[src/logic/sm_settings.svh]
`ifndef SM_SETTINGS_SVH
`define SM_SETTINGS_SVH

// read address with the bank in bit 9
`define SM_ADDR_W 10

// one instruction or data word
`define SM_WORD_W 18

// write ports load half words
`define SM_HALF_W 9

// instruction fields
// opcode sits on top of the operand
`define SM_OP_W 3
`define SM_ARG_W 15

// host register data
`define SM_REG_W 16

`endif

[src/logic/smPkg.sv]
`default_nettype none
`include "sm_settings.svh"

package smPkg;

	// ------------------------------
	// plain vectors
	// ------------------------------
	// read address or program counter
	typedef logic [`SM_ADDR_W-1:0] smAddr_t;
	// half word index, bit 0 selects the half
	typedef logic [`SM_ADDR_W-1:0] smWAddr_t;
	typedef logic [`SM_WORD_W-1:0] smWord_t;
	typedef logic [`SM_HALF_W-1:0] smHalf_t;
	typedef logic [`SM_ARG_W-1:0]  smArg_t;
	typedef logic [`SM_REG_W-1:0]  smReg_t;

	// ------------------------------
	// encodings
	// ------------------------------
	// unlisted codes run as nop
	typedef enum logic [`SM_OP_W-1:0] {
		OpNop  = 3'd0,
		OpEmit = 3'd1,
		OpJump = 3'd2,
		OpWait = 3'd3,
		OpHalt = 3'd7
	} smOp_e;

	typedef enum logic [1:0] {
		SeqIdle,
		SeqFetch,
		SeqExec,
		SeqWait
	} smSeqState_e;

	// ------------------------------
	// bundles
	// ------------------------------
	// registers to sequencer
	typedef struct packed {
		smAddr_t startPc;
		logic    start;
		logic    abort;
	} smCtrl_t;

	// event leaving the sequencer
	typedef struct packed {
		logic   valid;
		smArg_t arg;
	} smEvent_t;

	// one half-word write port
	typedef struct packed {
		logic     sel;
		smWAddr_t addr;
		smHalf_t  data;
	} smWrite_t;

endpackage

`default_nettype wire

[src/logic/smMemory.sv]
`default_nettype none
`include "sm_settings.svh"

module smMemory import smPkg::*; (
	input  wire                  ReadClockIn,
	input  wire                  reset_i,

	// sequencer side
	input  wire                  busy_i,
	input  wire smAddr_t         fetchAddr_i,
	input  wire                  fetchSel_i,

	// host side
	input  wire smAddr_t         hostReadAddr_i,
	input  wire                  hostReadSel_i,
	input  wire smWrite_t        loadWrite_i,
	input  wire smWrite_t        dataWrite_i,

	// bank connections
	input  wire smWord_t         bank0Data_i,
	input  wire smWord_t         bank1Data_i,
	output logic                 bank0ReadSel_o,
	output logic                 bank1ReadSel_o,
	output logic [`SM_ADDR_W-2:0] readWord_o,
	output smWrite_t             bank0Write_o,
	output smWrite_t             bank1Write_o,

	// returned word
	output smWord_t              readData_o,
	output logic                 hostReadValid_o
);

	smAddr_t readAddr;
	logic    readSel;
	logic    bankSelQ;
	logic    bankSel;

	// ------------------------------
	// read source
	// ------------------------------
	// sequencer owns the port while busy
	// host strobes are dropped then
	assign readAddr = busy_i ? fetchAddr_i : hostReadAddr_i;
	assign readSel  = busy_i ? fetchSel_i : hostReadSel_i;

	// split strobe per bank on bit 9
	assign bank0ReadSel_o = readSel && !readAddr[`SM_ADDR_W-1];
	assign bank1ReadSel_o = readSel && readAddr[`SM_ADDR_W-1];
	assign readWord_o     = readAddr[`SM_ADDR_W-2:0];

	// ------------------------------
	// bank select
	// ------------------------------
	// registered copy lines up with ram output
	always_ff @(posedge ReadClockIn) begin
		if (reset_i) begin
			bankSelQ <= 1'b0;
		end else if (readSel) begin
			bankSelQ <= readAddr[`SM_ADDR_W-1];
		end
	end

	// fetch address is held steady, so live bit works while busy
	assign bankSel    = busy_i ? readAddr[`SM_ADDR_W-1] : bankSelQ;
	assign readData_o = bankSel ? bank1Data_i : bank0Data_i;

	// host read answers one cycle later
	always_ff @(posedge ReadClockIn) begin
		if (reset_i) begin
			hostReadValid_o <= 1'b0;
		end else begin
			hostReadValid_o <= hostReadSel_i && !busy_i;
		end
	end

	// load port fills code bank, data port the mailbox bank
	assign bank0Write_o = loadWrite_i;
	assign bank1Write_o = dataWrite_i;

endmodule

`default_nettype wire

[config.mk]
export PLATFORM = sky130hd
export DESIGN_NAME = smMemory
export DESIGN_NICKNAME = d
export VERILOG_FILES = /design/src/logic/smPkg.sv /design/src/logic/smMemory.sv
export VERILOG_INCLUDE_DIRS = /design/src /design/src/logic
export SDC_FILE = /design/constraint.sdc
export NUM_CORES = 1
export LEC_CHECK = 0
export BUFFER_PORTS_ARGS = -buffer_cell sky130_fd_sc_hd__buf_2
export CELL_PAD_IN_SITES_DETAIL_PLACEMENT = 1
export CELL_PAD_IN_SITES_GLOBAL_PLACEMENT = 2
export CORE_MARGIN = 5
export CORE_UTILIZATION = 10
export DETAILED_ROUTE_END_ITERATION = 6
export PLACE_DENSITY = 0.91
export SKIP_CTS_REPAIR_TIMING = 1
export SLEW_MARGIN = 25
export SYNTH_ARGS = -nofsm -noshare
export SYNTH_HDL_FRONTEND = slang
export SYNTH_SLANG_ARGS = --single-unit
[constraint.sdc]
create_clock -name ReadClockIn -period 1.25 [get_ports ReadClockIn]
set_clock_uncertainty 0.1 [all_clocks]
set_input_delay 0.0625 -clock ReadClockIn [delete_from_list [all_inputs] [get_ports ReadClockIn]]
set_output_delay 0.0625 -clock ReadClockIn [all_outputs]
set_load 0.1 [all_outputs]
* After elaboration in Yosys (flattened, before gate mapping)
Cells that the tools add are included.
Word-level totals: bits in registers 2
Cells by class: muxes and demuxes 4, reduce and logical (&&, ||, !) cells 5
Operators by type and width (count):
- 2-to-1 mux 18 bit | 1
- 2-to-1 mux 10 bit | 1
- logical AND 1 bit | 3
- zero test 1 bit | 2
- 2-to-1 mux 1 bit | 2

* Depth between registers and ports, before layout
depth in word-level cells 3, mapped depth 4

* Least setup slack after synthesis
No wires, ideal clock.
path kind input port to flip-flop, from input busy_i, to register bankSelQ, library setup time 0.196 ns, data arrival time 1.842 ns, required time 0.954 ns, path slack -0.888 ns, stages on the path 4, buffers on the path 1, cells stage by stage buf_6 mux2i_1 nor2b_1 nor3_1
Between the ends: longest elaborated chain between the ends 1, elaborated cells on any way between the ends 2, classes of those cells mux (2)
RTL lines:
- start, declared | line smMemory.sv:9 | input wire busy_i,
- 2-to-1 mux 10 bit / 2-to-1 mux 1 bit (equally long branches) | line smMemory.sv:43, smMemory.sv:44
- end signal, assigned | line smMemory.sv:59 | bankSelQ <= readAddr[`SM_ADDR_W-1];
- end, declared | line smMemory.sv:35 | logic bankSelQ;
Several ways; a longest one is shown, not always the timed one. A chain may end at the register's enable or synchronous reset.

* Worst setup path after layout
from register bankSelQ, to output readData_o[2]
Between the ends: longest elaborated chain between the ends 2
RTL lines:
- 2-to-1 mux 1 bit | line smMemory.sv:64 | assign bankSel = busy_i ? readAddr[`SM_ADDR_W-1] : bankSelQ;
- 2-to-1 mux 18 bit | line smMemory.sv:65 | assign readData_o = bankSel ? bank1Data_i : bank0Data_i;
- end, declared | line smMemory.sv:29 | output smWord_t readData_o,
Every way passes these cells.

==> qor.tcl <==
set qor(core_region_area_mm2) 0.00830
set qor(global_route.overflow_total) 0
set qor(wl_per_cell_um) 12.1
set qor(cts_tree) {built}
set qor(nets) 239
set qor(start_kind) {flip-flop}
set qor(synth.yosys.seq_area_share) 0.0467
set qor(cell_internal_pwr_mw) 0.737
set qor(post_synth_main_area_contributors) {sky130_fd_sc_hd__buf_4 43%, sky130_fd_sc_hd__mux2_2 22%, sky130_fd_sc_hd__mux2_4 18%}
set qor(rsz_0062_raised_after_global_routing) {yes}
set qor(fill_cells) 982
set qor(timing.final.crit_period_ns) 1.62
set qor(route.vias.total) 777
set qor(cp_data_arrival_time_ns) 1.45
set qor(synthesis.area_um2) 857
set qor(grt_pass1_vias) 982
set qor(criticalPathCategory) {flip-flop to primary output}
set qor(globalplace.congestion) 0.672
set qor(post-route-worst-setup-slack_ns) -0.365
set qor(dp.final_hpwl_um) 2680
set qor(synthesis.area_per_instance_um2) 9.63
set qor(tritoncts_num_sinks) 2
set qor(drcViolationCount) 0
set qor(final_common_cell) {sky130_fd_sc_hd__buf_2}
set qor(max_slew_margin) 0.674
set qor(post_route_cells_drive_above_1_share) 0.956
set qor(ys.warnings.count) 0
set qor(antenna_found_initial) 0
set qor(seq_power_share) 0.045
set qor(final.period_utilization) 1.29
set qor(worst_setup_path_end_kind) {primary output}
set qor(met2_demand_to_capacity_share_in_global_routing) 0.0998
set qor(ios) 171
set qor(synth.ff_latch_count) 2
set qor(hold_class) {input pin to flip-flop}
set qor(use_met3) 0.0392
set qor(dieArea_mm2) 0.0105
set qor(synth_instances) 89
set qor(maxCapViolCount) 0
set qor(dieWidth_um) 103
set qor(cts-root-buf) {sky130_fd_sc_hd__clkbuf_8}
set qor(clock_insertion_delay_at_the_later_pin_of_the_skew_report_ns) 0.22
set qor(largest_net_degree_at_the_start_of_global_routing) 15
set qor(finalHoldViolations) 0
set qor(power.clock.fraction) 0.163
set qor(met1_usage) 0.0472
set qor(antenna_violating_nets_post_route) 0
set qor(track_usage) 0.0555
set qor(cts_buffer_depth) 2
set qor(yosysUniqueCellTypes) 13
set qor(detailedRoute.firstIterationViolations) 5
set qor(synth.net_count) 190
set qor(cp.required_ns) 1.09
set qor(timing_max_transition_violations_final) 0
set qor(holdWs_ns) 0.0200
set qor(layout.cells.most_common_list) {70 x sky130_fd_sc_hd__buf_2, 21 x sky130_fd_sc_hd__buf_12, 16 x sky130_fd_sc_hd__mux2_2, 11 x sky130_fd_sc_hd__mux2_4}
set qor(die_h_um) 103
set qor(number_of_diodes) 0
set qor(setup_tns_ns) -6.02
set qor(core.rowCount) 33
set qor(cts.reportedPaths.clkPinSlew_ns) 0.03
set qor(cellLeakagePower_nw) 0.723
set qor(worst-path-max-fanout) 14
set qor(grt_first_pass_wirelength_um) 4530
set qor(vdd_ir_drop_max_v) 0.000682
set qor(port_buffers) 90
set qor(drt_first_pass_iters) 2
set qor(regToRegSetupSlack_ns) 0.55
set qor(cts_htree_levels) 1
set qor(p_sw_mw) 0.883
set qor(synth.top_cell.area_share) 0.429
set qor(fmaxAchievable_mhz) 619
set qor(initial_core_utilization) 0.103
set qor(tightest_slew_ns) 0.493
set qor(failed_checks) {setup timing}
set qor(synth_top_area_cell) {sky130_fd_sc_hd__buf_4}
set qor(run_status) {finished with violations}
set qor(setup_viol) 18
set qor(route.final.wire_length_um) 2920
set qor(number_of_vias_per_cell) 3.22
set qor(syn2layout_area_growth_pct) 70.2
set qor(tritoncts.num_buffers) 3
set qor(top_usage_layer) {met2}
set qor(switching_share) 0.545
set qor(power.combinational.fraction) 0.792
set qor(power_per_cell_area_mw_per_mm2) 1110
-- area by class of cell --
| cell class | count | area [µm²] | share of cell area |
|---|---|---|---|
| repair buffers | 96 | 815 | 0.558 |
| multi-input cells | 35 | 430 | 0.295 |
| well taps | 105 | 131 | 0.0901 |
| flip-flops and latches | 2 | 41.3 | 0.0283 |
| clock buffers | 3 | 41.3 | 0.0283 |
-- final timing paths --
kind	startpoint	endpoint	cells after the start
worst min register to register	bankSelQ	bankSelQ	2
worst max register to register	bankSelQ	bankSelQ	2
worst min-delay path	hostReadSel_i	hostReadValid_o	2
worst max-delay path	bankSelQ	readData_o[2]	4
-- sequential cells by signal (all words and copies together) (netlist names) --
register / cells
hostReadValid_o: 1
bankSelQ: 1
-- synth_stat cells --
cell / n
sky130_fd_sc_hd__mux2i_1: 2
sky130_fd_sc_hd__nor3_1: 1
sky130_fd_sc_hd__nor3b_1: 1
sky130_fd_sc_hd__mux2_2: 17
sky130_fd_sc_hd__mux2_4: 10
sky130_fd_sc_hd__dfxtp_1: 2
sky130_fd_sc_hd__buf_2: 1
sky130_fd_sc_hd__nor2b_1: 2
sky130_fd_sc_hd__mux2i_4: 1
sky130_fd_sc_hd__buf_4: 49
sky130_fd_sc_hd__buf_6: 1
sky130_fd_sc_hd__nor2_1: 1
sky130_fd_sc_hd__buf_12: 1
-- through the flow --
stage                     setup WS (ns)  utilization  area, µm²  std cells  power, mW
after floorplan                  -0.144            -        868         89       1.55
after global placement           -0.115        0.168       1400        237       1.35
after detailed placement         -0.141        0.168       1400        237       1.36
after CTS                        -0.382        0.173       1440        240       1.64
after global routing             -0.408        0.176       1460        241       1.68
final                            -0.365        0.176       1460        241       1.62
-- metal layers --
| layer | routed length [µm] | up-vias |
|---|---|---|
| li1 | - | 342 |
| met1 | 811 | 349 |
| met2 | 1480 | 81 |
| met3 | 596 | 5 |
| met4 | 31 | 0 |
| met5 | 0 | - |
-- power by group through the flow --
| stage | registers (mW) | logic (mW) | clock network, mW |
|---|---|---|---|
| 2_1_floorplan | 0.0821 | 1.47 | 0 |
| 3_3_place_gp | 0.0731 | 1.27 | 0 |
| 3_5_place_dp | 0.0736 | 1.29 | 0 |
| 4_1_cts | 0.0729 | 1.29 | 0.277 |
| 5_1_grt | 0.0732 | 1.33 | 0.276 |
| 6_report | 0.0727 | 1.28 | 0.264 |
-- critical path: stages, from the launching register on --
cell                      delay [ns]
sky130_fd_sc_hd__dfxtp_2        0.32
sky130_fd_sc_hd__mux2i_4        0.18
sky130_fd_sc_hd__buf_12         0.18
sky130_fd_sc_hd__mux2_2         0.37
sky130_fd_sc_hd__buf_12         0.17
-- kinds of logic (layout without fill, tap and decap cells) --
logic type,Yosys count,in the layout,share of synthesized area
buffers and inverters,52,99,0.472
flip-flops,2,2,0.0467
multiplexers,30,30,0.448
AND/OR/NAND/NOR,5,5,0.0336
Power figures use the tool's default switching activity.
