`src/logic/sm_settings.svh`:
```
`ifndef SM_SETTINGS_SVH
`define SM_SETTINGS_SVH

// read address with the bank in bit 9
`define SM_ADDR_W 10

// one instruction or data word
`define SM_WORD_W 18

// write ports load half words
`define SM_HALF_W 9

// instruction fields
// opcode sits on top of the operand
`define SM_OP_W 3
`define SM_ARG_W 15

// host register data
`define SM_REG_W 16

`endif

```
`src/logic/smPkg.sv`:
```
`default_nettype none
`include "sm_settings.svh"

package smPkg;

	// ------------------------------
	// plain vectors
	// ------------------------------
	// read address or program counter
	typedef logic [`SM_ADDR_W-1:0] smAddr_t;
	// half word index, bit 0 selects the half
	typedef logic [`SM_ADDR_W-1:0] smWAddr_t;
	typedef logic [`SM_WORD_W-1:0] smWord_t;
	typedef logic [`SM_HALF_W-1:0] smHalf_t;
	typedef logic [`SM_ARG_W-1:0]  smArg_t;
	typedef logic [`SM_REG_W-1:0]  smReg_t;

	// ------------------------------
	// encodings
	// ------------------------------
	// unlisted codes run as nop
	typedef enum logic [`SM_OP_W-1:0] {
		OpNop  = 3'd0,
		OpEmit = 3'd1,
		OpJump = 3'd2,
		OpWait = 3'd3,
		OpHalt = 3'd7
	} smOp_e;

	typedef enum logic [1:0] {
		SeqIdle,
		SeqFetch,
		SeqExec,
		SeqWait
	} smSeqState_e;

	// ------------------------------
	// bundles
	// ------------------------------
	// registers to sequencer
	typedef struct packed {
		smAddr_t startPc;
		logic    start;
		logic    abort;
	} smCtrl_t;

	// event leaving the sequencer
	typedef struct packed {
		logic   valid;
		smArg_t arg;
	} smEvent_t;

	// one half-word write port
	typedef struct packed {
		logic     sel;
		smWAddr_t addr;
		smHalf_t  data;
	} smWrite_t;

endpackage

`default_nettype wire

```
`src/logic/smControlRegs.sv`:
```
`default_nettype none
`include "sm_settings.svh"

module smControlRegs import smPkg::*; (
	input  wire            ReadClockIn,
	input  wire            reset_i,

	// host register port
	input  wire            regWrite_i,
	input  wire            regRead_i,
	input  wire [1:0]      regAddr_i,
	input  wire smReg_t    regData_i,

	// sequencer status and events
	input  wire            busy_i,
	input  wire smEvent_t  event_i,

	output smCtrl_t        ctrl_o,
	output smReg_t         regReadData_o
);

	// ------------------------------
	// register map
	// ------------------------------
	localparam logic [1:0] RegStartPc = 2'd0;
	localparam logic [1:0] RegControl = 2'd1;
	localparam logic [1:0] RegEvents  = 2'd2;
	localparam logic [1:0] RegStatus  = 2'd3;

	smAddr_t startPcQ;
	smReg_t  eventCount;
	logic    controlWrite;

	assign controlWrite = regWrite_i && (regAddr_i == RegControl);

	// start and abort are strobes, never stored
	assign ctrl_o.startPc = startPcQ;
	assign ctrl_o.start   = controlWrite && regData_i[0];
	assign ctrl_o.abort   = controlWrite && regData_i[1];

	// start address
	always_ff @(posedge ReadClockIn) begin
		if (reset_i) begin
			startPcQ <= '0;
		end else if (regWrite_i && (regAddr_i == RegStartPc)) begin
			startPcQ <= regData_i[`SM_ADDR_W-1:0];
		end
	end

	// event counter, cleared by a new run
	always_ff @(posedge ReadClockIn) begin
		if (reset_i) begin
			eventCount <= '0;
		end else if (ctrl_o.start) begin
			eventCount <= '0;
		end else if (event_i.valid) begin
			eventCount <= eventCount + 1'b1;
		end
	end

	// ------------------------------
	// readback
	// ------------------------------
	// control reads as zero
	always_ff @(posedge ReadClockIn) begin
		if (regRead_i) begin
			case (regAddr_i)
				RegStartPc: regReadData_o <= smReg_t'(startPcQ);
				RegControl: regReadData_o <= '0;
				RegEvents:  regReadData_o <= eventCount;
				RegStatus:  regReadData_o <= smReg_t'(busy_i);
				default:    regReadData_o <= '0;
			endcase
		end
	end

endmodule

`default_nettype wire

```
`config.mk`:
```
export PLATFORM = sky130hd
export DESIGN_NAME = smControlRegs
export DESIGN_NICKNAME = d
export VERILOG_FILES = /design/src/logic/smPkg.sv /design/src/logic/smControlRegs.sv
export VERILOG_INCLUDE_DIRS = /design/src /design/src/logic
export SDC_FILE = /design/constraint.sdc
export NUM_CORES = 1
export LEC_CHECK = 0
export ABC_AREA = 1
export BUFFER_PORTS_ARGS = -buffer_cell sky130_fd_sc_hd__buf_2
export CAP_MARGIN = 40
export CORE_ASPECT_RATIO = 1.4
export CORE_MARGIN = 4
export CORE_UTILIZATION = 55
export CTS_BUF_LIST = sky130_fd_sc_hd__clkbuf_8
export DETAILED_ROUTE_END_ITERATION = 6
export PLACE_DENSITY = 0.89
export RECOVER_POWER = 50
export SLEW_MARGIN = 5
export SYNTH_ARGS = -nofsm -noshare
export SYNTH_HDL_FRONTEND = slang
export SYNTH_SLANG_ARGS = --single-unit
```
`constraint.sdc`:
```
create_clock -name ReadClockIn -period 3.6 [get_ports ReadClockIn]
set_clock_uncertainty 0.2 [all_clocks]
set_input_delay 0.36 -clock ReadClockIn [delete_from_list [all_inputs] [get_ports ReadClockIn]]
set_output_delay 0.36 -clock ReadClockIn [all_outputs]
set_load 0.01 [all_outputs]
```
---- Word-level counts from Yosys, hierarchy flattened ----
Cells that the tools add are included.
storage, ports and cells
  word-level logic and storage cells ...... 14
  flip-flop bits (word level) ............. 42
  input bits .............................. 39
cells by class
  eq/ne operators ......................... 3
  mux-type cells .......................... 1
  add/sub/neg operators ................... 1
  reductions and logical operators ........ 6
operators by type and width
  cell                     count
  $pmux W16 S4             1
  $add A16 B1 Y16 const B  1
  $eq A2 B2 Y1 const B     2
  $logic_and A1 B1 Y1      4
  $eq A2 B1 Y1 const B     1
  $logic_not A2 Y1         1
  $reduce_or A2 Y1         1

---- Logic depth before layout (Yosys ltp) ----
Gate-level depths: netlist (run 1).
  depth after elaboration ................. 4
  depth in mapped cells ................... 8
  depth with buffers taken out ............ 8

---- Worst setup path before layout (run 1) ----
OpenSTA, ideal clock, no wires.
  kind .................................... reg-to-reg
  from .................................... register eventCount[0]
  to ...................................... register eventCount[12]
  buffers on the path ..................... 0
  arrival ................................. 1082 ps
  setup time .............................. 113 ps
  cell stages (with the launch flop) ...... 7
  required time ........................... 3287 ps
  slack ................................... 2205 ps
  cells stage by stage .................... dfxtp_1 > ha_1 > nand3_2 > nor2_4 > nand2_1 > o21ai_1 > nor2_1
on the way
  cells in the longest elaborated chain, start to end .. 1
RTL lines
  what                    line                 RTL
  start, declared         smControlRegs.sv:31  smReg_t eventCount;
  start signal, assigned  smControlRegs.sv:57  eventCount <= eventCount + 1'b1;
  $add A16 B1 Y16         smControlRegs.sv:57
Every way passes these cells.
A chain may end at the register's enable or synchronous reset.

---- Final worst setup path (run 1) ----
  from .................................... input regAddr_i[1]
  to ...................................... register startPcQ[1]
on the way
  cells in the longest elaborated chain, start to end .. 2
RTL lines
  what                  line                 RTL
  start, declared       smControlRegs.sv:11  input wire [1:0] regAddr_i,
  $logic_not A2 Y1      smControlRegs.sv:45  end else if (regWrite_i && (regAddr_i == RegStartPc)) begin
  $logic_and A1 B1 Y1   smControlRegs.sv:45
  end signal, assigned  smControlRegs.sv:46  startPcQ <= regData_i[`SM_ADDR_W-1:0];
  end, declared         smControlRegs.sv:30  smAddr_t startPcQ;
Every way passes these cells.

==> results of run 1 <==
==> report_power, final <==
part / total, mW / switching [mW] / leakage (nW) / internal [mW]
registers: 0.517 / 0.00904 / 0.377 / 0.508
clock network: 0.295 / 0.162 / 0.0416 / 0.133
logic: 0.0662 / 0.0424 / 0.467 / 0.0238
total: 0.878 / 0.214 / 0.886 / 0.664
==> synth_stat cells <==
library cell  number
nand3_2            1
nand2_4            1
nand4_1            1
clkbuf_1           3
nand2_1           41
edfxtp_1          16
buf_2              2
mux2i_1            1
nand2_2            2
a21oi_1            9
inv_1             28
nor2_2             1
nor3b_2            3
xor2_1             1
dfxtp_1           26
nand3_1            9
inv_2              2
nor2_1            45
nor2_4             3
nor3_1             7
o21ai_0           20
o21ai_1            2
ha_1               1
==> metal layers <==
metal  vias up  GRT usage, %
met1       744          20.1
met3        17          5.76
met2        43          37.1
li1        812             -
met5         -             0
met4         0          9.98
==> worst max-delay path: stages <==
cell and delay, ps:
clkbuf_1 110, nor2_1 590, nand2_1 360, inv_2 270, o21ai_0 110, a21oi_1 120
==> cell usage in the layout (no fill, tap or decap) <==
master / count
nor2_4: 3
o21ai_1: 1
nand3_1: 9
nor2_2: 1
inv_1: 28
clkbuf_8: 5
nor3_1: 7
ha_1: 1
clkinv_1: 1
o21ai_0: 21
nand2_4: 1
nor3b_2: 3
nand4_1: 1
nand3_2: 1
inv_2: 2
clkinvlp_4: 1
nand2_1: 41
nor2_1: 45
xor2_1: 1
dfxtp_1: 26
clkinv_2: 1
edfxtp_1: 16
clkbuf_1: 17
buf_2: 29
mux2i_1: 1
a21oi_1: 9
nand2_2: 2
==> cell type report <==
cell class                      instances  share of cell area (%)
Sequential cell                        42                    46.3
Multi-Input combinational cell        148                    32.7
Timing Repair Buffer                   46                    9.66
Inverter                               30                    5.21
Clock buffer                            5                    3.18
Tap cell                               39                    2.26
Clock inverter                          3                   0.752
==> how the worst max path moves through the flow <==
stage	start	to	slack, ps	depth (start not counted)
2_1_floorplan	eventCount[0]	eventCount[12]	2210	6
3_3_place_gp	regAddr_i[1]	startPcQ[1]	1540	6
3_5_place_dp	regAddr_i[1]	startPcQ[1]	1440	6
4_1_cts	regAddr_i[1]	startPcQ[1]	1720	6
5_1_grt	regAddr_i[1]	startPcQ[0]	1500	6
6_report	regAddr_i[1]	startPcQ[1]	1700	6
==> cells by family (layout without fill, tap and decap cells) <==
family / after synthesis / count (layout) / synth area share, %
compound gates: 31 / 31 / 8.42
fa+ha+maj: 1 / 1 / 0.679
flops: 42 / 42 / 54.3
buf+inv: 35 / 84 / 7.27
xor+xnor: 1 / 1 / 0.476
simple gates: 114 / 114 / 28.3
mux: 1 / 1 / 0.543
==> registers in the layout, indices dropped and copies added, names as in the netlist <==
name           cells
startPcQ          10
regReadData_o     16
eventCount        16
==> stage by stage <==
stage          power [mW]  instance area (µm²)  hold WS [ps]  std cells  setup WS (ps)
3_5_place_dp        0.596                 2100           297        305           1440
5_1_grt             0.915                 2160           111        313           1500
4_1_cts             0.884                 2190           100        313           1720
2_1_floorplan       0.562                 1840           272        225           2210
6_report            0.878                 2160           104        313           1700
3_3_place_gp        0.593                 2100           288        305           1540
==> results.cfg, run 1 <==
[status]
status = finished clean

[grt]
grt_pass1_vias = 1617
grt_max_degree = 17
grt.overflow.total = 0
grt_antenna_before_repair = 0
track_usage_pct = 20.3
grt_first_pass_wirelength_um = 6990

[timing]
tightestPinTransition_ps = 875
final-hold-violation-count = 0
timing.fmax_ghz = 0.527
finalCriticalPeriod_ps = 1900
setup_viol = 0
grt_setup_unrepaired = false
post-route-period-util_pct = 52.7
slew_violations = 0
setup-tns-final_ps = 0
max-slew-margin-rel_pct = 41.7

[worst_setup_path]
critPathMaxFanout = 12
worstSetupStartpointType = primary input
required_ps = 3630
criticalPathCategory = in -> reg
r2r_end = eventCount[12]
r2r-start = eventCount[0]
endpoint_kind = flop
r2r_slack_ps = 2030
rr_worst_depth = 6
arrival_ps = 1930

[synthesis]
yosys-top-cells-area = dfxtp_1 28%, edfxtp_1 26%, nor2_1 9.2%
synth_top_area_share_pct = 28.3
synth_seq_cells = 42
seq_area_frac_synth_pct = 54.3
synth_top_area_cell = dfxtp_1
ys_types = 23
syn-cell-area_um2 = 1840
synth.avg_cell_area_um2 = 8.19
synth_cells = 225
syn_nets = 265
yosys_warnings = 0

[layout]
antenna_cells = 0
nNetsFinal = 313
layout-drive-gt1-share_pct = 17.9
fillCellCount = 261
multiInputGateArea_um2 = 707
seq_area_um2 = 1000
syn_to_final_growth_pct = 17.5
fin_util_pct = 68.0

[drt]
drc = 0
via_per_inst = 5.16
dr_wl_met2_um = 2210
drt_iter0_markers = 76
wl_per_cell_um = 13.1
totalWireLength_um = 4090
wl_met1_um = 1550
wl_met3_um = 213
firstDrtPassIters = 4
via_count = 1616
dr.max_layer_used = met4
final_antenna_net_count = 0

[clock_tree]
cts_root_buf = clkbuf_8
numCtsBuffers = 5
cts.sinks = 42
cts_tree = yes
insertion_delay_ps = 300
cts.hold.buffers_added = 0
path_clk_slew_ps = 80
postCtsSetupBuffers = 0
cts.repair.resized = 0
htree_num_levels = 2
clk_path_buf_depth = 2

[worst_hold_path]
min_to = startPcQ[5]
hold_depth = 3
min_path_type = in -> reg
hp-start = regData_i[5]

[pwr]
total_leakage_power_nw = 0.886
peakVddDrop_mv = 0.335
power.density_nw_per_um2 = 406

[die]
std_cell_rows = 24
ioPinCount = 67
coreArea_um2 = 3180
initial_core_util_pct = 57.9
die_width_um = 56.9
die_h_um = 76.5
dieArea_um2 = 4350

[place]
detailedPlacementHpwl_um = 3030
io_buffers = 45
gp_congestion = 0.872

[flow_run]
maxCapViolations = 0
Power figures use the tool's default switching activity.
==> run 2: changes to the inputs <==
--- a/config.mk
+++ b/config.mk
@@ -11,10 +11,10 @@
 export CAP_MARGIN = 40
 export CORE_ASPECT_RATIO = 1.4
 export CORE_MARGIN = 4
-export CORE_UTILIZATION = 55
+export CORE_UTILIZATION = 46
 export CTS_BUF_LIST = sky130_fd_sc_hd__clkbuf_8
 export DETAILED_ROUTE_END_ITERATION = 6
-export PLACE_DENSITY = 0.89
+export PLACE_DENSITY = 0.8
 export RECOVER_POWER = 50
 export SLEW_MARGIN = 5
 export SYNTH_ARGS = -nofsm -noshare
==> constraint.sdc (replaced) <==
create_clock -name ReadClockIn -period 1.69 [get_ports ReadClockIn]
set_clock_uncertainty 0.2 [all_clocks]
set_input_delay 0.169 -clock ReadClockIn [delete_from_list [all_inputs] [get_ports ReadClockIn]]
set_output_delay 0.169 -clock ReadClockIn [all_outputs]
set_load 0.01 [all_outputs]
==> results.cfg, run 2 (synthesized netlist as in run 1, its figures left out) <==
[clock_tree]
path_clk_slew_ps = 80
cts_root_buf = clkbuf_8
htree_num_levels = 2
insertion_delay_ps = 300
clk_path_buf_depth = 2
numCtsBuffers = 5
cts.sinks = 42
cts_tree = yes

[worst_setup_path]
path_cells = ha_2 > nand3_2 > nor2_4 > nand2_1 > o21ai_1 > nor2_1
r2r-start = eventCount[0]
worstSetupStartpointType = flop
worstSetupStartpoint = eventCount[0]
max_stage_delay_ps = 410
arrival_ps = 1540
crit_end = eventCount[12]
r2r_slack_ps = 140
cpMaxStageDelayCell = dfxtp_1
r2r_end = eventCount[12]
rr_worst_depth = 6
endpoint_kind = flop
criticalPathCategory = reg -> reg
critPathMaxFanout = 6
required_ps = 1680

[timing]
slew_violations = 0
final-hold-violation-count = 0
max-slew-margin-rel_pct = 42.8
tightestPinTransition_ps = 858
grt_setup_unrepaired = false
post-route-period-util_pct = 91.9
setup_viol = 0
setup-tns-final_ps = 0
finalCriticalPeriod_ps = 1550
timing.fmax_ghz = 0.644

[flow_run]
maxCapViolations = 0

[layout]
syn_to_final_growth_pct = 26.6
nNetsFinal = 325
final_common_cell = nor2_1
fin_util_pct = 62.3
fillCellCount = 308
reg_top3 = eventCount (16), regReadData_o (16), startPcQ (10)
final_cells = 328
antenna_cells = 0
final_cell_mix = 45 x nor2_1, 41 x nand2_1, 41 x buf_2, 29 x inv_1, 26 x dfxtp_1
layout-drive-gt1-share_pct = 22.7

[die]
die_width_um = 61.5
coreArea_um2 = 3740
die_h_um = 82.9
ioPinCount = 67
initial_core_util_pct = 49.2
dieArea_um2 = 5090
std_cell_rows = 26

[place]
gp_congestion = 0.799
dp_cells = 310
detailedPlacementHpwl_um = 2900
io_buffers = 45

[grt]
grt.busiest_layer = met2
use_met3_pct = 4.97
use_met2_pct = 29.3
grt_max_degree = 17
grt.overflow.total = 0
track_usage_pct = 17.4
grt_first_pass_wirelength_um = 6800
grt_antenna_before_repair = 0
use_met1_pct = 19.3
grt_pass1_vias = 1596

[drt]
drt_iter0_markers = 51
totalWireLength_um = 4030
via_per_inst = 4.95
drc = 0
firstDrtPassIters = 4
wl_per_cell_um = 12.3
via_count = 1625
final_antenna_net_count = 0

[worst_hold_path]
min_path_type = in -> reg
hp-start = event_i[15]

[pwr]
sequentialPowerShare_pct = 53.4
total_leakage_power_nw = 0.993
power_mw = 2.06
power.share.clock_pct = 38.3
p_int_mw = 1.59
power.density_nw_per_um2 = 882
sw_frac_of_total_pct = 22.5
peakVddDrop_mv = 0.824
switching_power_mw = 0.463
combPwrFrac_pct = 8.3

[status]
status = finished clean
## run 2: changes by cell type in the layout (fill, tap and decap cells not counted), sizes merged
| cell | previous run | this run |
|---|---|---|
| clkinvlp | 1 | 2 |
| clkbuf | 22 | 9 |
| dlygate4sd3 | 0 | 10 |
| bufinv | 0 | 1 |
| clkinv | 2 | 0 |
| buf | 29 | 44 |
## run 2: repair_timing
| action | 4_1_cts | 5_1_grt |
|---|---|---|
| hold buffers | 10 | 0 |
| hold endpoints to repair | 10 | 0 |
| setup endpoints to repair | 0 | 2 |
| setup buffers | 0 | 0 |
| resized for setup | 0 | 1 |
## run 2: metrics by stage
step	instance area [µm²]	setup slack, ps	hold slack [ps]
6_report	2330	138	58.3
5_1_grt	2330	1.70	73.1
4_1_cts	2330	101	25.4
3_5_place_dp	2120	126	228
3_3_place_gp	2120	160	219
2_1_floorplan	1840	295	81.5
## run 2: cell type report
cell class	instances	area [µm²]	share of cell area, %
clock buffers	5	68.8	2.95
well taps	42	52.6	2.25
flip-flops and latches	42	1000	42.9
repair buffers	58	343	14.7
inverters	30	113	4.83
clock inverters	3	45.0	1.93
multi-input cells	148	709	30.4
## run 2: worst max-delay path: cells and delay by family (launching register included)
kind	cells	cell delay, ps
compound gates	1	140
fa+ha+maj	1	240
flops	1	410
simple gates	4	460
## run 2: worst min path at each step
stage	end	depth (start not counted)
after floorplan	regReadData_o[0]	0
after global placement	startPcQ[4]	3
after detailed placement	startPcQ[2]	3
after CTS	regReadData_o[1]	3
after global routing	eventCount[1]	3
final	eventCount[1]	3
## run 2: metal layers
layer,routed length [µm],vias up
met5,0,-
met4,109,0
met3,230,11
met2,2050,42
met1,1640,736
li1,-,836
## run 2: power by group through the flow
stage	Sequential, mW	Combinational (mW)	Clock (mW)
after floorplan	1.14	0.0609	0
after global placement	1.12	0.148	0
after detailed placement	1.12	0.152	0
after CTS	1.10	0.170	0.797
after global routing	1.10	0.191	0.840
final	1.10	0.170	0.788
==> run 3: changes to the inputs <==
--- a/config.mk
+++ b/config.mk
@@ -14,7 +14,7 @@
 export CORE_UTILIZATION = 46
 export CTS_BUF_LIST = sky130_fd_sc_hd__clkbuf_8
 export DETAILED_ROUTE_END_ITERATION = 6
-export PLACE_DENSITY = 0.8
+export PLACE_DENSITY = 0.79
 export RECOVER_POWER = 50
 export SLEW_MARGIN = 5
 export SYNTH_ARGS = -nofsm -noshare
==> results.cfg, run 3 (synthesized netlist as in run 1, its figures left out) <==
[drt]
via_count = 1653
final_antenna_net_count = 0
firstDrtPassIters = 4
totalWireLength_um = 4180
drc = 0
wl_per_cell_um = 12.8
drt_iter0_markers = 39
via_per_inst = 5.06

[worst_setup_path]
r2r-start = eventCount[0]
cp_num_buf_inv = 0
max_stage_delay_ps = 400
cp.depth = 6
path_delay_family = simple AND/OR/NAND/NOR gates
cpMaxStageDelayCell = dfxtp_1
criticalPathCategory = reg -> reg
path_cells = ha_2 > nand3_2 > nor2_4 > nand2_1 > o21ai_1 > nor2_1
required_ps = 1690
critPathMaxFanout = 6
worstSetupStartpoint = eventCount[0]
rr_worst_depth = 6
worstSetupStartpointType = flop
endpoint_kind = flop
r2r_slack_ps = 160
r2r_end = eventCount[12]
arrival_ps = 1530

[worst_hold_path]
hold_depth = 3
hp-start = event_i[15]
min_path_type = in -> reg
min_to = eventCount[1]

[layout]
final_cell_mix = 45 x nor2_1, 41 x nand2_1, 41 x buf_2, 29 x inv_1, 26 x dfxtp_1
fin_util_pct = 62.1
antenna_cells = 0
final_common_cell = nor2_1
reg_top3 = eventCount (16), regReadData_o (16), startPcQ (10)
nNetsFinal = 324
layout-drive-gt1-share_pct = 22.5
fillCellCount = 309
seq_area_um2 = 1000
syn_to_final_growth_pct = 26.2
multiInputGateArea_um2 = 709

[pwr]
peakVddDrop_mv = 0.694
total_leakage_power_nw = 0.996
power.share.clock_pct = 38.7
sequentialPowerShare_pct = 53.2
p_int_mw = 1.60
sw_frac_of_total_pct = 22.8
power.density_nw_per_um2 = 890
switching_power_mw = 0.471
combPwrFrac_pct = 8.1

[die]
coreArea_um2 = 3740
dieArea_um2 = 5090
die_width_um = 61.5
std_cell_rows = 26
ioPinCount = 67
initial_core_util_pct = 49.2
die_h_um = 82.9

[clock_tree]
insertion_delay_ps = 300
htree_num_levels = 2
numCtsBuffers = 5
clk_path_buf_depth = 2
cts_root_buf = clkbuf_8
cts.sinks = 42
path_clk_slew_ps = 80
cts_tree = yes

[timing]
setup-tns-final_ps = 0
finalWorstSetupSlack_ps = 156
slew_violations = 0
max-slew-margin-rel_pct = 42.5
grt_setup_unrepaired = false
tightestPinTransition_ps = 862
setup_viol = 0
finalCriticalPeriod_ps = 1530
final-hold-violation-count = 0
timing.fmax_ghz = 0.652
post-route-period-util_pct = 90.8

[grt]
grt_antenna_before_repair = 0
track_usage_pct = 17.9
grt_max_degree = 17
grt_pass1_vias = 1626
grt.overflow.total = 0
grt_first_pass_wirelength_um = 7000

[status]
status = finished clean

[place]
io_buffers = 45
dpl_worst_slack_ps = 140
gp_congestion = 0.830
detailedPlacementHpwl_um = 2940

[flow_run]
maxCapViolations = 0
[run 3: changes by cell type in the layout (fill, tap and decap cells not counted)]
cell        delta
inv_6          +1
buf_4          -1
clkinvlp_4     -2
clkinv_2       +1
[run 3: area by class of cell]
type	instances	area share (%)
clock buffers	5	2.96
clock inverters	3	1.88
multi-input cells	148	30.5
repair buffers	57	14.4
inverters	30	4.85
flip-flops and latches	42	43.1
well taps	42	2.26
[run 3: worst reg2reg max path, stage by stage (launching register included)]
cell	delay, ps
dfxtp_1	400
ha_2	230
nand3_2	120
nor2_4	180
nand2_1	110
o21ai_1	140
nor2_1	50
[run 3: through the flow]
stage,instances,power (mW),hold WS [ps],cell area [µm²]
3_3_place_gp,309,1.27,218,2110
4_1_cts,327,2.08,24.0,2330
3_5_place_dp,309,1.27,229,2110
2_1_floorplan,225,1.20,81.5,1840
6_report,327,2.07,26.1,2320
5_1_grt,327,2.14,50.6,2320
[run 3: worst max-delay path by stage]
| stage | slack [ps] | end |
|---|---|---|
| CTS | 120 | eventCount[12] |
| detailed placement | 140 | eventCount[12] |
| global placement | 180 | eventCount[12] |
| floorplan | 300 | eventCount[12] |
| finish | 160 | eventCount[12] |
| global route | 3 | eventCount[12] |
[run 3: power groups by stage]
| stage | registers [mW] | clock network [mW] | logic [mW] |
|---|---|---|---|
| final | 1.10 | 0.799 | 0.168 |
| after global routing | 1.10 | 0.848 | 0.190 |
| after detailed placement | 1.12 | 0 | 0.151 |
| after CTS | 1.10 | 0.808 | 0.170 |
| after floorplan | 1.14 | 0 | 0.0609 |
| after global placement | 1.12 | 0 | 0.148 |
[run 3: routing by layer]
layer / track usage [%] / share of wire, %
met1: 21.1 / 41
met3: 4.81 / 4.3
met5: 0 / 0
met2: 29.6 / 52
met4: 7.14 / 1.8
[run 3: what timing repair did]
action,4_1_cts,5_1_grt
resized for setup,0,1
endpoints found under the setup margin,0,1
hold buffers,10,0
setup buffers,0,0
endpoints found under the hold margin,10,0
