==> config.mk <==
export PLATFORM = sky130hd
export DESIGN_NAME = smSequencer
export DESIGN_NICKNAME = d
export VERILOG_FILES = /design/src/logic/smPkg.sv /design/src/logic/smSequencer.sv
export VERILOG_INCLUDE_DIRS = /design/src /design/src/logic
export SDC_FILE = /design/constraint.sdc
export NUM_CORES = 1
export LEC_CHECK = 0
export BUFFER_PORTS_ARGS = -buffer_cell sky130_fd_sc_hd__buf_2
export CAP_MARGIN = 5
export CORE_ASPECT_RATIO = 1.1
export CORE_MARGIN = 5
export CORE_UTILIZATION = 40
export CTS_CLUSTER_DIAMETER = 50
export DETAILED_ROUTE_END_ITERATION = 10
export GPL_TIMING_DRIVEN = 0
export SYNTH_ARGS = -nofsm -noshare
export SYNTH_HDL_FRONTEND = slang
export SYNTH_SLANG_ARGS = --single-unit
export TNS_END_PERCENT = 30
==> constraint.sdc <==
create_clock -name ReadClockIn -period 2.39 [get_ports ReadClockIn]
set_input_delay 0.478 -clock ReadClockIn [delete_from_list [all_inputs] [get_ports ReadClockIn]]
set_output_delay 0.478 -clock ReadClockIn [all_outputs]
set_load 0.01 [all_outputs]
==> src/logic/sm_settings.svh <==
`ifndef SM_SETTINGS_SVH
`define SM_SETTINGS_SVH

// read address with the bank in bit 9
`define SM_ADDR_W 10

// one instruction or data word
`define SM_WORD_W 18

// write ports load half words
`define SM_HALF_W 9

// instruction fields
// opcode sits on top of the operand
`define SM_OP_W 3
`define SM_ARG_W 15

// host register data
`define SM_REG_W 16

`endif

==> src/logic/smPkg.sv <==
`default_nettype none
`include "sm_settings.svh"

package smPkg;

	// ------------------------------
	// plain vectors
	// ------------------------------
	// read address or program counter
	typedef logic [`SM_ADDR_W-1:0] smAddr_t;
	// half word index, bit 0 selects the half
	typedef logic [`SM_ADDR_W-1:0] smWAddr_t;
	typedef logic [`SM_WORD_W-1:0] smWord_t;
	typedef logic [`SM_HALF_W-1:0] smHalf_t;
	typedef logic [`SM_ARG_W-1:0]  smArg_t;
	typedef logic [`SM_REG_W-1:0]  smReg_t;

	// ------------------------------
	// encodings
	// ------------------------------
	// unlisted codes run as nop
	typedef enum logic [`SM_OP_W-1:0] {
		OpNop  = 3'd0,
		OpEmit = 3'd1,
		OpJump = 3'd2,
		OpWait = 3'd3,
		OpHalt = 3'd7
	} smOp_e;

	typedef enum logic [1:0] {
		SeqIdle,
		SeqFetch,
		SeqExec,
		SeqWait
	} smSeqState_e;

	// ------------------------------
	// bundles
	// ------------------------------
	// registers to sequencer
	typedef struct packed {
		smAddr_t startPc;
		logic    start;
		logic    abort;
	} smCtrl_t;

	// event leaving the sequencer
	typedef struct packed {
		logic   valid;
		smArg_t arg;
	} smEvent_t;

	// one half-word write port
	typedef struct packed {
		logic     sel;
		smWAddr_t addr;
		smHalf_t  data;
	} smWrite_t;

endpackage

`default_nettype wire

==> src/logic/smSequencer.sv <==
`default_nettype none
`include "sm_settings.svh"

module smSequencer import smPkg::*; (
	input  wire           ReadClockIn,
	input  wire           reset_i,

	// from the register block
	input  wire smCtrl_t  ctrl_i,

	// instruction fetch
	input  wire smWord_t  fetchData_i,
	output smAddr_t       fetchAddr_o,
	output logic          fetchSel_o,
	output logic          busy_o,

	// emitted event
	output smEvent_t      event_o
);

	smSeqState_e state;
	smAddr_t     pc;
	smArg_t      waitCnt;
	smOp_e       op;
	smArg_t      arg;

	// ------------------------------
	// decode
	// ------------------------------
	// opcode on top, operand below
	assign op  = smOp_e'(fetchData_i[`SM_WORD_W-1:`SM_ARG_W]);
	assign arg = fetchData_i[`SM_ARG_W-1:0];

	// pc stays put through fetch and exec
	assign fetchAddr_o = pc;
	assign fetchSel_o  = (state == SeqFetch);
	assign busy_o      = (state != SeqIdle);

	// one-cycle pulse while executing emit
	assign event_o.valid = (state == SeqExec) && (op == OpEmit);
	assign event_o.arg   = arg;

	// ------------------------------
	// state machine
	// ------------------------------
	always_ff @(posedge ReadClockIn) begin
		if (reset_i) begin
			state   <= SeqIdle;
			pc      <= '0;
			waitCnt <= '0;
		end else if (ctrl_i.abort) begin
			// abort wins from any state
			state   <= SeqIdle;
		end else begin
			case (state)
				SeqIdle: begin
					if (ctrl_i.start) begin
						pc    <= ctrl_i.startPc;
						state <= SeqFetch;
					end
				end

				// ram registers the word here
				SeqFetch: begin
					state <= SeqExec;
				end

				SeqExec: begin
					case (op)
						OpJump: begin
							// low 10 bits, may land in bank 1
							pc    <= arg[`SM_ADDR_W-1:0];
							state <= SeqFetch;
						end
						OpWait: begin
							if (arg == '0) begin
								pc    <= pc + 1'b1;
								state <= SeqFetch;
							end else begin
								waitCnt <= arg;
								state   <= SeqWait;
							end
						end
						OpHalt: begin
							state <= SeqIdle;
						end
						// emit, nop and unused codes just advance
						default: begin
							pc    <= pc + 1'b1;
							state <= SeqFetch;
						end
					endcase
				end

				// n extra cycles
				SeqWait: begin
					waitCnt <= waitCnt - 1'b1;
					if (waitCnt == smArg_t'(1)) begin
						pc    <= pc + 1'b1;
						state <= SeqFetch;
					end
				end

				default: begin
					state <= SeqIdle;
				end
			endcase
		end
	end

endmodule

`default_nettype wire

Yosys cells after proc, flatten, opt, wreduce, memory -nomap -nowiden
Cells that the tools add are included.

word-level totals
  register bits = 27
  input bits = 32
  output and inout port bits = 28
  logic and storage cells = 43

operators by class
  add/sub/neg operators = 2
  equality and inequality tests = 14
  multiplexer cells = 13
  bitwise gates (word level) = 1
  reductions and logical operators = 10

operator list
  cell                                                  number
  one-hot mux 10 bit (3 select lines)                   2
  two-way mux 10 bit                                    3
  two-way mux 15 bit                                    2
  one-hot mux 15 bit (2 select lines)                   1
  equality test 15 x 1 -> 1 bit, second input constant  1
  zero test 15 bit                                      1
  subtractor 15 x 1 -> 15 bit, second input constant    1
  adder 10 x 1 -> 10 bit, second input constant         1
  != test 2 bit, second input constant                  4
  one-hot mux 2 bit (4 select lines)                    1
  equality test 3 x 2 -> 1 bit, second input constant   2
  two-way mux 2 bit                                     3
  AND reduction 6 bit                                   1
  equality test 2 bit, second input constant            2
  one-hot mux 2 bit (2 select lines)                    1
  AND reduction 4 bit                                   1
  nonzero test 2 bit                                    2
  equality test 3 x 1 -> 1 bit, second input constant   1
  equality test 3 bit, second input constant            1
  != test 3 bit, second input constant                  1
  nonzero test 3 bit                                    1
  equality test 2 x 1 -> 1 bit, second input constant   1
  zero test 2 bit                                       1
  != test 2 x 1 -> 1 bit, second input constant         1
  other kinds (4)                                       4

Longest topological paths before layout
Gate-level depths: netlist (run 1).

  word-level depth = 4
  gate-level depth with buffers = 9
  gate-level depth less buffers = 7

Worst setup path before layout (run 1)
No wires, ideal clock.

  kind = register to register
  from = register state[0]
  to = register waitCnt[5]
  setup time = 0.134 ns
  arrival time = 1.704 ns
  data required time = 2.256 ns
  path slack = 0.551 ns
  cell stages (with the launch flop) = 9
  buffers on the path = 3
  period minus slack after synthesis = 1.839 ns
  path through = dfxtp_1 -> ha_1 -> clkbuf_8 -> inv_1 -> clkbuf_1 -> clkbuf_1 -> a21oi_1 -> o311ai_0 -> o31ai_1

on the way
  word-level cells in the longest chain between the ends = 3
  elaborated cells between the ends (all ways) = 7
  those cells by class = eq/ne: 4; mux: 1; reduce/logical: 2

RTL lines
  item                                                      line               text
  start: declaration                                        smSequencer.sv:21  smSeqState_e state;
  start signal: assignment                                  smSequencer.sv:48  state <= SeqIdle;
  start signal: assignment                                  smSequencer.sv:53  state <= SeqIdle;
  start signal: assignment                                  smSequencer.sv:59  state <= SeqFetch;
  equality test 2 bit                                       smSequencer.sv:55  case (state)
  != test 2 x 1 -> 1 bit (no line) (tied with other cells)  --
  AND reduction 4 bit (no line)                             --
  end signal: assignment                                    smSequencer.sv:80  waitCnt <= arg;
  end signal: assignment                                    smSequencer.sv:97  waitCnt <= waitCnt - 1'b1;
  end: declaration                                          smSequencer.sv:23  smArg_t waitCnt;

Parallel ways exist; a longest one is shown, timed or not.
A chain may end at the register's enable or synchronous reset.

Final worst setup path (run 1)
Ends and elaborated chain as after synthesis.

==> impl_results.md, run 1 <==
- Synthesized instance count: about 280
- IR drop worst, VDD: 0.1850 mV
- Clock H-tree levels: 1
- Final setup viols: 0
- Vias/cell: 5.822
- Via count: about 2400
- Initial Util: 0.4136
- Buffers on Ports: 57
- CP Max Fanout: 10
- First drt pass iteration count: 4
- Pwr/cell area: about 360 mW/mm2
- DIE AREA: between 0.007 and 0.008 mm2
- Post-synth ARST share: 0
- Slew Viols, Final: 0
- Antenna Cells: 0
- GRT Total Usage: 0.2086
- First-pass GRT wire length: around 12000 um
- Delay-heaviest family, CP: buffers and inverters
- Crit path DAT: around 2400 ps
- Grt total ovfl: 0
- RSZ-0062 raised after global routing: yes
- R2R Path End: waitCnt[5]
- Syn_nets: approximately 320
- CTS buffer count: 3
- Final Skew: between 6 and 7 ps
- Req. time, crit path: around 2600 ps
- Net count, final: between 300 and 400
- Place WS: -105.1 ps
- R2R cell count: 8
- FF+latch count, synth: 27
- Drt first-iter violations: approximately 200
- WL final: roughly 7500 um
- CTS root buffer: clkbuf_8
- Worst slew pin tran: 605.1 ps
- Hold_ws: 473.1 ps
- Post-route ant nets: 0
- Syn_area_per_cell: 8.050 um2
- Fin util: 0.4954
- # DRC: 0
- Crit path buf inv count: 4
- CTS max path bufs: 2
- Fmax: ~0.45 GHz
- Worst Setup Start Kind: flip-flop
- Synth Warn #: 0
- Worst path max stage delay: approximately 440 ps
- Max_slew headroom: 0.5966
- R2r startpoint: state[0]
- Worst-Skew Late Latency: between 200 and 300 ps
- Worst min-delay path class: primary input to flip-flop
- I/O pin count: 60
- Hold Fails Final Rpt: 0
- MaxCap Viol Count: 0
- Worst Hold End: waitCnt[14]
- Post-synth EDFFs: 0
- Width of the die: 81.45 um
- Slack of the critical path: approximately 150 ps
- Min-Delay Path Depth: 2
- Tcrit/Tclk final: 0.9389
- Status: completed
- Vertical die dimension: between 80 and 90 um
- Syn-to-layout area delta: 19.78%
- Core Region: approximately 0.0054 mm2
- P_leak: 1.092 nW
- Tmin final: between 2000 and 2500 ps
- Reg-to-reg setup timing slack: approximately 150 ps
- WS Path Type: flip-flop to flip-flop
- CTS Sinks: 27
- Post-DP HPWL: 5531 um
- CP Capture Type: flip-flop
- Post-synthesis cell type count: between 50 and 60
- Ys flop type: dfxtp_1
- Critical-path top delay cell: clkbuf_1
- Initial antenna violation count: 0
- Routability cong.: between 0.8 and 0.9
- Core Rows: 28
- Seq/Total Area, Yosys: 0.2407
- Wire per inst: 17.97 um
- Hold Crit Start: reset_i
- CTS tree: built
- Fill count: between 500 and 600
- Netlist Area Pre-Place: between 0.002 and 0.0025 mm2
- Post-CTS setup buffer count: 0
- Crit-path cells: ha_1 > clkbuf_8 > inv_1 > clkbuf_1 > clkbuf_2 > a21oi_1 > o311ai_0 > o31ai_1
- Layout cells sized above 1: 0.3118
- Vias in the first global route: 2253
- Clk slew on worst S/H paths: about 100 ps
- Pin count of the biggest net entering global routing: 16
[report_power, final]
group	leakage (nW)	switching [mW]	internal (mW)	total, mW
registers	0.219	0.0160	0.461	0.478
clock network	0.0255	0.160	0.117	0.277
logic	0.848	0.125	0.0996	0.224
total	1.09	0.301	0.678	0.979
[registers in the layout, summed over array words and instances, names as in the netlist]
| register | flops |
|---|---|
| fetchAddr_o | 10 |
| state | 2 |
| waitCnt | 15 |
[cell usage after synthesis, types with 3 or more instances]
library cell   n  area (um2)
o32ai_1       16       140.1
o2111ai_1      3       26.28
nand2_1       32       120.1
dfxtp_1       27       540.5
clkbuf_8       5       68.82
nor3_1        18       90.09
ha_1           7       87.58
o21a_1         3       22.52
mux2i_1        7       70.07
a22oi_1        6       45.04
o31a_1         3       26.28
buf_4         15       112.6
nor4_1        13       81.33
a31oi_1        5       31.28
o21ai_0        5       25.02
and3_1         4       25.02
o31ai_1        6       45.04
nand3_1        5       25.02
a221oi_1       3       26.28
clkbuf_1       8       30.03
a211oi_1       7       52.55
a21oi_1       18       90.09
nor2_1        12       45.04
inv_1          8       30.03
[through the flow]
| step | setup TNS, ps | area, um2 | power, mW | instances |
|---|---|---|---|---|
| after CTS | 0 | 2671 | 0.9827 | 415 |
| after detailed placement | -975.9 | 2625 | 0.7097 | 411 |
| after global routing | -20.31 | 2690 | 1.022 | 415 |
| final | 0 | 2690 | 0.9790 | 415 |
| after floorplan | 0 | 2246 | 0.6138 | 279 |
| after global placement | -853.0 | 2625 | 0.7108 | 411 |
[how the worst max path moves through the flow]
| stage | startpoint | to | cells past startpoint |
|---|---|---|---|
| after global routing | state[0] | fetchAddr_o[7] | 8 |
| after global placement | fetchData_i[11] | waitCnt[12] | 7 |
| after detailed placement | fetchData_i[2] | waitCnt[10] | 7 |
| after CTS | state[0] | waitCnt[5] | 8 |
| after floorplan | state[0] | waitCnt[5] | 8 |
| final | state[0] | waitCnt[5] | 8 |
[cells in the final DEF, fill, tap and decap left out, types with 3 or more instances in the layout]
cell and n:
buf_2 59, o31ai_1 6, a221oi_1 3, ha_1 7
o2111ai_1 3, a31oi_1 5, dfxtp_1 27, nor4_1 13
o21a_1 3, and3_1 4, o32ai_1 16, o31a_1 3
clkbuf_8 8, mux2i_1 7, a22oi_1 5, nand3_1 5
a21oi_1 18, o21ai_0 5, nor2_1 12, nand2_1 32
buf_4 15, inv_1 8, a211oi_1 7, nor3_1 17
clkbuf_1 6
[kinds of logic (layout without fill, tap and decap cells)]
family,Yosys count,after routing,synth area share
AND/OR/NAND/NOR,106,106,0.2613
XOR/XNOR,2,2,0.007801
multiplexers,8,8,0.03621
flip-flops,27,27,0.2407
AO/OA/AOI/OAI,87,87,0.2875
adder cells (fa/ha/maj),7,7,0.03900
buffers and inverters,42,103,0.1276
[worst reg2reg max path, delay by kind of cell, from the launching register on]
kind	cells	cell delay (ps)
adders and majority gates	1	230
DFF	1	360
buffers and inverters	4	1050
AOI/OAI and AO/OA	3	490
[layer usage]
layer / up-vias / part of all wire / track usage
met1: 1105 / 0.45 / 0.2871
met5: - / 0 / 0
met2: 119 / 0.46 / 0.3430
met4: 0 / 0.0093 / 0.06144
met3: 7 / 0.083 / 0.02138
li1: 1185 / - / -
[layout make-up]
cell class / instances / area [um2] / area share
plain buffers: 33 / 255.2 / 0.09488
clock buffers: 3 / 41.29 / 0.01535
clock inverters: 1 / 5.005 / 0.001860
inverters: 9 / 33.78 / 0.01256
multi-input cells: 210 / 1435 / 0.5335
flip-flops and latches: 27 / 540.5 / 0.2009
well taps: 75 / 93.84 / 0.03488
repair buffers: 57 / 285.3 / 0.1060
[what timing repair did]
action | 4_1_cts | 5_1_grt
gates resized for setup | 0 | 7
setup endpoints to repair | 0 | 14
hold buffers | 0 | 0
(Power assumes the default switching activity.)
==> run 2: changes to the inputs <==
Settings changed: CORE_UTILIZATION 40 to 53, PLACE_DENSITY set to 0.8.
==> run 2 against run 1 <==
Against the previous run: flip-flop and latch count is the same; worst setup slack gained 25 ps; hold slack lost 3.7 ps; critical path type unchanged.
==> impl_results.md, run 2 (synthesis gave the netlist of run 1 again) <==
- R2R cell count: 8 (unchanged)
- Vias/cell: 6.380 (+9.6%)
- Tcrit/Tclk final: 0.9283 (-0.01059)
- Core Rows: 24 (-14%)
- Slew Viols, Final: 0 (unchanged)
- Antenna Cells: 0 (unchanged)
- Initial antenna violation count: 0 (unchanged)
- Vertical die dimension: 78.28 um (-12%)
- Post-CTS setup buffer count: 0 (unchanged)
- WS Path Type: flip-flop to flip-flop
- Non-Filler Instances: 392 (-5.5%)
- I/O pin count: 60 (unchanged)
- Status: completed
- Worst min-delay path class: primary input to flip-flop
- Critical-path top delay cell: clkbuf_1
- GRT Total Usage: 0.2492 (+0.04062)
- Tmin final: 2219 ps (-25.32 ps)
- Final Skew: 10.17 ps (+4.088 ps)
- Worst slew pin tran: 766.8 ps (+161.7 ps)
- Hold Fails Final Rpt: 0 (unchanged)
- Worst Setup Start Kind: flip-flop
- Post-route ant nets: 0 (unchanged)
- Clk slew on worst S/H paths: 100 ps (about the same)
- Syn-to-layout area delta: 17.94%
- Worst-Skew Late Latency: 280 ps (about the same)
- CTS Hold Bufs: 0 (unchanged)
- Width of the die: 72.07 um (-12%)
- Crit-path cells: ha_1 > clkbuf_8 > inv_1 > clkbuf_1 > clkbuf_2 > a21oi_1 > o311ai_0 > o31ai_1
- First drt pass iteration count: 5 (+1)
- DIE AREA: 0.005641 mm2 (-22%)
- Vias in the first global route: 2254 (+0.044%)
- IR drop worst, VDD: 0.2140 mV (+16%)
- Crit path DAT: 2370 ps (-40 ps)
- CTS root buffer: clkbuf_8
- P_leak: 1.083 nW (-0.85%)
- Max_slew headroom: 0.4849 (-0.1117)
- Routability cong.: 0.8985 (+3.6%)
- Largest register by flop count: waitCnt
- R2r startpoint: state[0]
- Pwr/cell area: 367.3 mW/mm2 (+0.92%)
- Via count: 2501 (+3.5%)
- CTS tree: built
- Overall power: 0.9728 mW (-0.63%)
- Core Region: 0.004024 mm2 (-26%)
- WL final: 7021 um (-5.8%)
- CP Capture Type: flip-flop
- Fmax: 0.4507 GHz (+1.1%)
- Min-Delay Path Depth: 2 (unchanged)
- Post-DP HPWL: 5251 um (-5.1%)
- CP Max Fanout: 10 (unchanged)
- CTS buffer count: 3 (unchanged)
- CTS max path bufs: 2 (unchanged)
- Clock H-tree levels: 1 (unchanged)
- Most frequent cells in the layout: buf_2, nand2_1, dfxtp_1
- Most common cell after layout, fill and taps aside: buf_2
- Placed cells: 388 (-5.6%)
- CTS Sinks: 27 (unchanged)
- MaxCap Viol Count: 0 (unchanged)
- Number of flip-flops under the largest register name: 15 (unchanged)
- Final setup viols: 0 (unchanged)
- Req. time, crit path: 2550 ps (about the same)
- Post-cts sizing count: 0 (unchanged)
- First-pass GRT wire length: 11410 um (-1.6%)
- Drt first-iter violations: 327 (+68%)
- Initial Util: 0.5581 (+0.1446)
- Hold Crit Start: reset_i
- Worst path max stage delay: 420 ps (-20 ps)
- Net count, final: 380 (unchanged)
- R2R Path End: waitCnt[5]
- # DRC: 0 (unchanged)
- RSZ-0062 raised after global routing: no
- Worst Hold End: waitCnt[12]
- Layout cells sized above 1: 0.3059 (-0.005882)
- Pin count of the biggest net entering global routing: 15 (-1)
- Reg-to-reg setup timing slack: 170 ps (+30 ps)
- Grt total ovfl: 0 (unchanged)
- Wire per inst: 17.91 um (-0.32%)
- Buffers on Ports: 57 (unchanged)
==> run 2: metal layers <==
layer / part of all wire / wire length, um / vias to the layer above / track usage
met5: 0 / 0 / - / 0
met4: 0.018 / 129 / 0 / 0.04511
met1: 0.42 / 2973 / 1146 / 0.3431
met3: 0.088 / 621 / 13 / 0.03065
li1: - / - / 1194 / -
met2: 0.47 / 3297 / 148 / 0.4180
==> run 2: layout make-up <==
cell class	count	area, um2
buffer	33	255.2
clock buffer	4	45.04
fill	373	1375
inverter	9	33.78
multi-input combinational	210	1424
sequential	27	540.5
tap	52	65.06
timing repair buffer	57	285.3
==> run 2: worst max-delay path by stage <==
stage | start | to | cells past startpoint
4_1_cts | state[0] | waitCnt[5] | 8
3_5_place_dp | fetchData_i[2] | waitCnt[6] | 7
6_report | state[0] | waitCnt[5] | 8
3_3_place_gp | fetchData_i[2] | waitCnt[12] | 7
2_1_floorplan | state[0] | waitCnt[5] | 8
5_1_grt | state[0] | waitCnt[13] | 9
==> run 2: critical path: cells and delay by family (launching register included) <==
kind | cells | cell delay, ps
AO/OA/AOI/OAI | 3 | 490
adder cells (fa/ha/maj) | 1 | 230
buffers and inverters | 4 | 1010
flip-flops | 1 | 360
==> run 2: power by group <==
| part | internal (mW) | switching [mW] | leakage (nW) |
|---|---|---|---|
| logic | 0.0993 | 0.122 | 0.841 |
| clock network | 0.120 | 0.155 | 0.0228 |
| registers | 0.461 | 0.0155 | 0.219 |
==> run 2: stage by stage <==
| stage | setup TNS [ps] | hold WS [ps] | setup slack, ps | area [um2] | util |
|---|---|---|---|---|---|
| 3_3_place_gp | -150.1 | 449.9 | -26.99 | 2596 | 0.6452 |
| 6_report | 0 | 469.4 | 171.5 | 2649 | 0.6583 |
| 3_5_place_dp | -456.6 | 456.7 | -51.06 | 2596 | 0.6452 |
| 2_1_floorplan | 0 | 438.9 | 551.2 | 2246 | - |
| 5_1_grt | 0 | 478.6 | 10.05 | 2649 | 0.6583 |
| 4_1_cts | 0 | 469.8 | 66.91 | 2641 | 0.6564 |
==> run 3: changes to the inputs <==
Settings changed: CORE_UTILIZATION 53 to 35, PLACE_DENSITY 0.8 to not set.
==> run 3 against run 2 <==
Against the previous run: clock power is 3% higher; utilization is 22 points lower; first-iteration DRC count is 22% lower; highest routed layer unchanged.
==> impl_results.md, run 3 (synthesis gave the netlist of run 1 again) <==
- Tmin final: 2381 ps (+162.2 ps)
- # DRC: 0 (unchanged)
- CTS buffer count: 3 (unchanged)
- Setup TNS: 0 ps (unchanged)
- Width of the die: 86.38 um (+20%)
- Via count: 2475 (-1.0%)
- Hold Fails Final Rpt: 0 (unchanged)
- P_leak: 1.083 nW (about the same)
- Vertical die dimension: 94.02 um (+20%)
- Met2 usage: 0.2940 (-0.1240)
- CP Max Fanout: 10 (unchanged)
- Final Skew: 9.005 ps (-1.160 ps)
- I/O pin count: 60 (unchanged)
- Largest register by flop count: waitCnt
- Final setup viols: 0 (unchanged)
- Vias/cell: 5.893 (-7.6%)
- Most frequent cells in the layout: buf_2, nand2_1, dfxtp_1
- Number of flip-flops under the largest register name: 15 (unchanged)
- CP Capture Type: flip-flop
- Initial antenna violation count: 0 (unchanged)
- Worst-Skew Late Latency: 290 ps (about the same)
- Pwr/cell area: 366.7 mW/mm2 (-0.15%)
- Vias in the first global route: 2173 (-3.6%)
- Core Rows: 30 (+25%)
- Wire per inst: 18.10 um (+1.1%)
- Met1 Use GR: 0.2459 (-0.09723)
- Max_slew headroom: 0.4570 (-0.02792)
- Clk slew on worst S/H paths: 110 ps (about the same)
- MaxCap Viol Count: 0 (unchanged)
- Fmax: 0.4200 GHz (-6.8%)
- Pin count of the biggest net entering global routing: 15 (unchanged)
- Initial Util: 0.3626 (-0.1955)
- First-pass GRT wire length: 11620 um (+1.9%)
- Most common cell after layout, fill and taps aside: buf_2
- Overall power: 0.9856 mW (+1.3%)
- WS Path Type: flip-flop to flip-flop
- GRT busiest layer: met2
- Post-CTS setup buffer count: 0 (unchanged)
- Status: completed
- First drt pass iteration count: 5 (unchanged)
- Routability cong.: 0.8659 (-3.6%)
- Grt total ovfl: 0 (unchanged)
- Fill count: 653 (+75%)
- Reg-to-reg setup timing slack: 9 ps (-160 ps)
- Worst min-delay path class: primary input to flip-flop
- Worst Setup Start Kind: flip-flop
- Post-DP HPWL: 5660 um (+7.8%)
- Crit path DAT: 2540 ps (+170 ps)
- Net count, final: 380 (unchanged)
- GRT Total Usage: 0.1798 (-0.06937)
- RSZ-0062 raised after global routing: yes
- CTS max path bufs: 2 (unchanged)
- Met3 GRT Util: 0.02281 (-0.007844)
- Req. time, crit path: 2550 ps (about the same)
- Slew Viols, Final: 0 (unchanged)
- IR drop worst, VDD: 0.2286 mV (+6.8%)
- CTS tree: built
- Post-route ant nets: 0 (unchanged)
- Tcrit/Tclk final: 0.9961 (+0.06787)
- WL final: 7603 um (+8.3%)
- DIE AREA: 0.008121 mm2 (+44%)
- CTS root buffer: clkbuf_8
- Worst slew pin tran: 808.3 ps (+41.56 ps)
- CTS Sinks: 27 (unchanged)
- Layout cells sized above 1: 0.3000 (-0.005882)
- Core Region: 0.006193 mm2 (+54%)
- Clock H-tree levels: 1 (unchanged)
- Antenna Cells: 0 (unchanged)
- Syn-to-layout area delta: 19.67%
- Drt first-iter violations: 255 (-22%)
- Buffers on Ports: 57 (unchanged)
-- run 3: per-layer routing --
metal  routed length (um)  vias up
met5                    0        -
met4                   97        0
met3                  528       10
met2                 3565      108
met1                 3411     1169
li1                     -     1188
-- run 3: power by group --
part / switching, mW / internal, mW
logic: 0.125 / 0.0996
clock network: 0.163 / 0.120
registers: 0.0160 / 0.461
-- run 3: cell type report --
cell class,instances,area (um2),share of cell area
plain buffers,33,252.7,0.09404
clock buffers,4,45.04,0.01676
multi-input cells,210,1430,0.5321
repair buffers,57,285.3,0.1061
well taps,80,100.1,0.03724
flip-flops and latches,27,540.5,0.2011
inverters,9,33.78,0.01257
-- run 3: through the flow --
| step | instances | setup slack, ps | hold slack (ps) | util | instance area [um2] |
|---|---|---|---|---|---|
| 3_3_place_gp | 416 | -72.96 | 452.1 | 0.4248 | 2631 |
| 4_1_cts | 420 | 55.02 | 466.3 | 0.4321 | 2676 |
| 5_1_grt | 420 | -45.14 | 474.8 | 0.4339 | 2688 |
| 2_1_floorplan | 279 | 551.2 | 438.9 | - | 2246 |
| 3_5_place_dp | 416 | -80.94 | 460.3 | 0.4248 | 2631 |
| 6_report | 420 | 9.244 | 467.5 | 0.4339 | 2688 |
-- run 3: path summary, 6_finish.rpt --
kind,cells after the start,startpoint,end
setup / recovery,8,state[0],waitCnt[5]
hold / removal,2,reset_i,fetchAddr_o[7]
setup reg to reg,8,state[0],waitCnt[5]
hold reg to reg,2,waitCnt[10],waitCnt[10]
-- run 3: repair_timing --
| action | CTS | global route |
|---|---|---|
| gates resized for setup | 0 | 2 |
| hold buffers | 0 | 0 |
| endpoints found under the hold margin | 0 | 0 |
| setup endpoints to repair | 0 | 11 |
-- run 3: worst max-delay path, cell delays in order, from the launching register on --
cell and delay [ps]:
dfxtp_1 360, ha_1 240, clkbuf_8 180, inv_1 80
clkbuf_1 420, clkbuf_1 460, a21oi_1 80, o311ai_0 320
o31ai_1 120
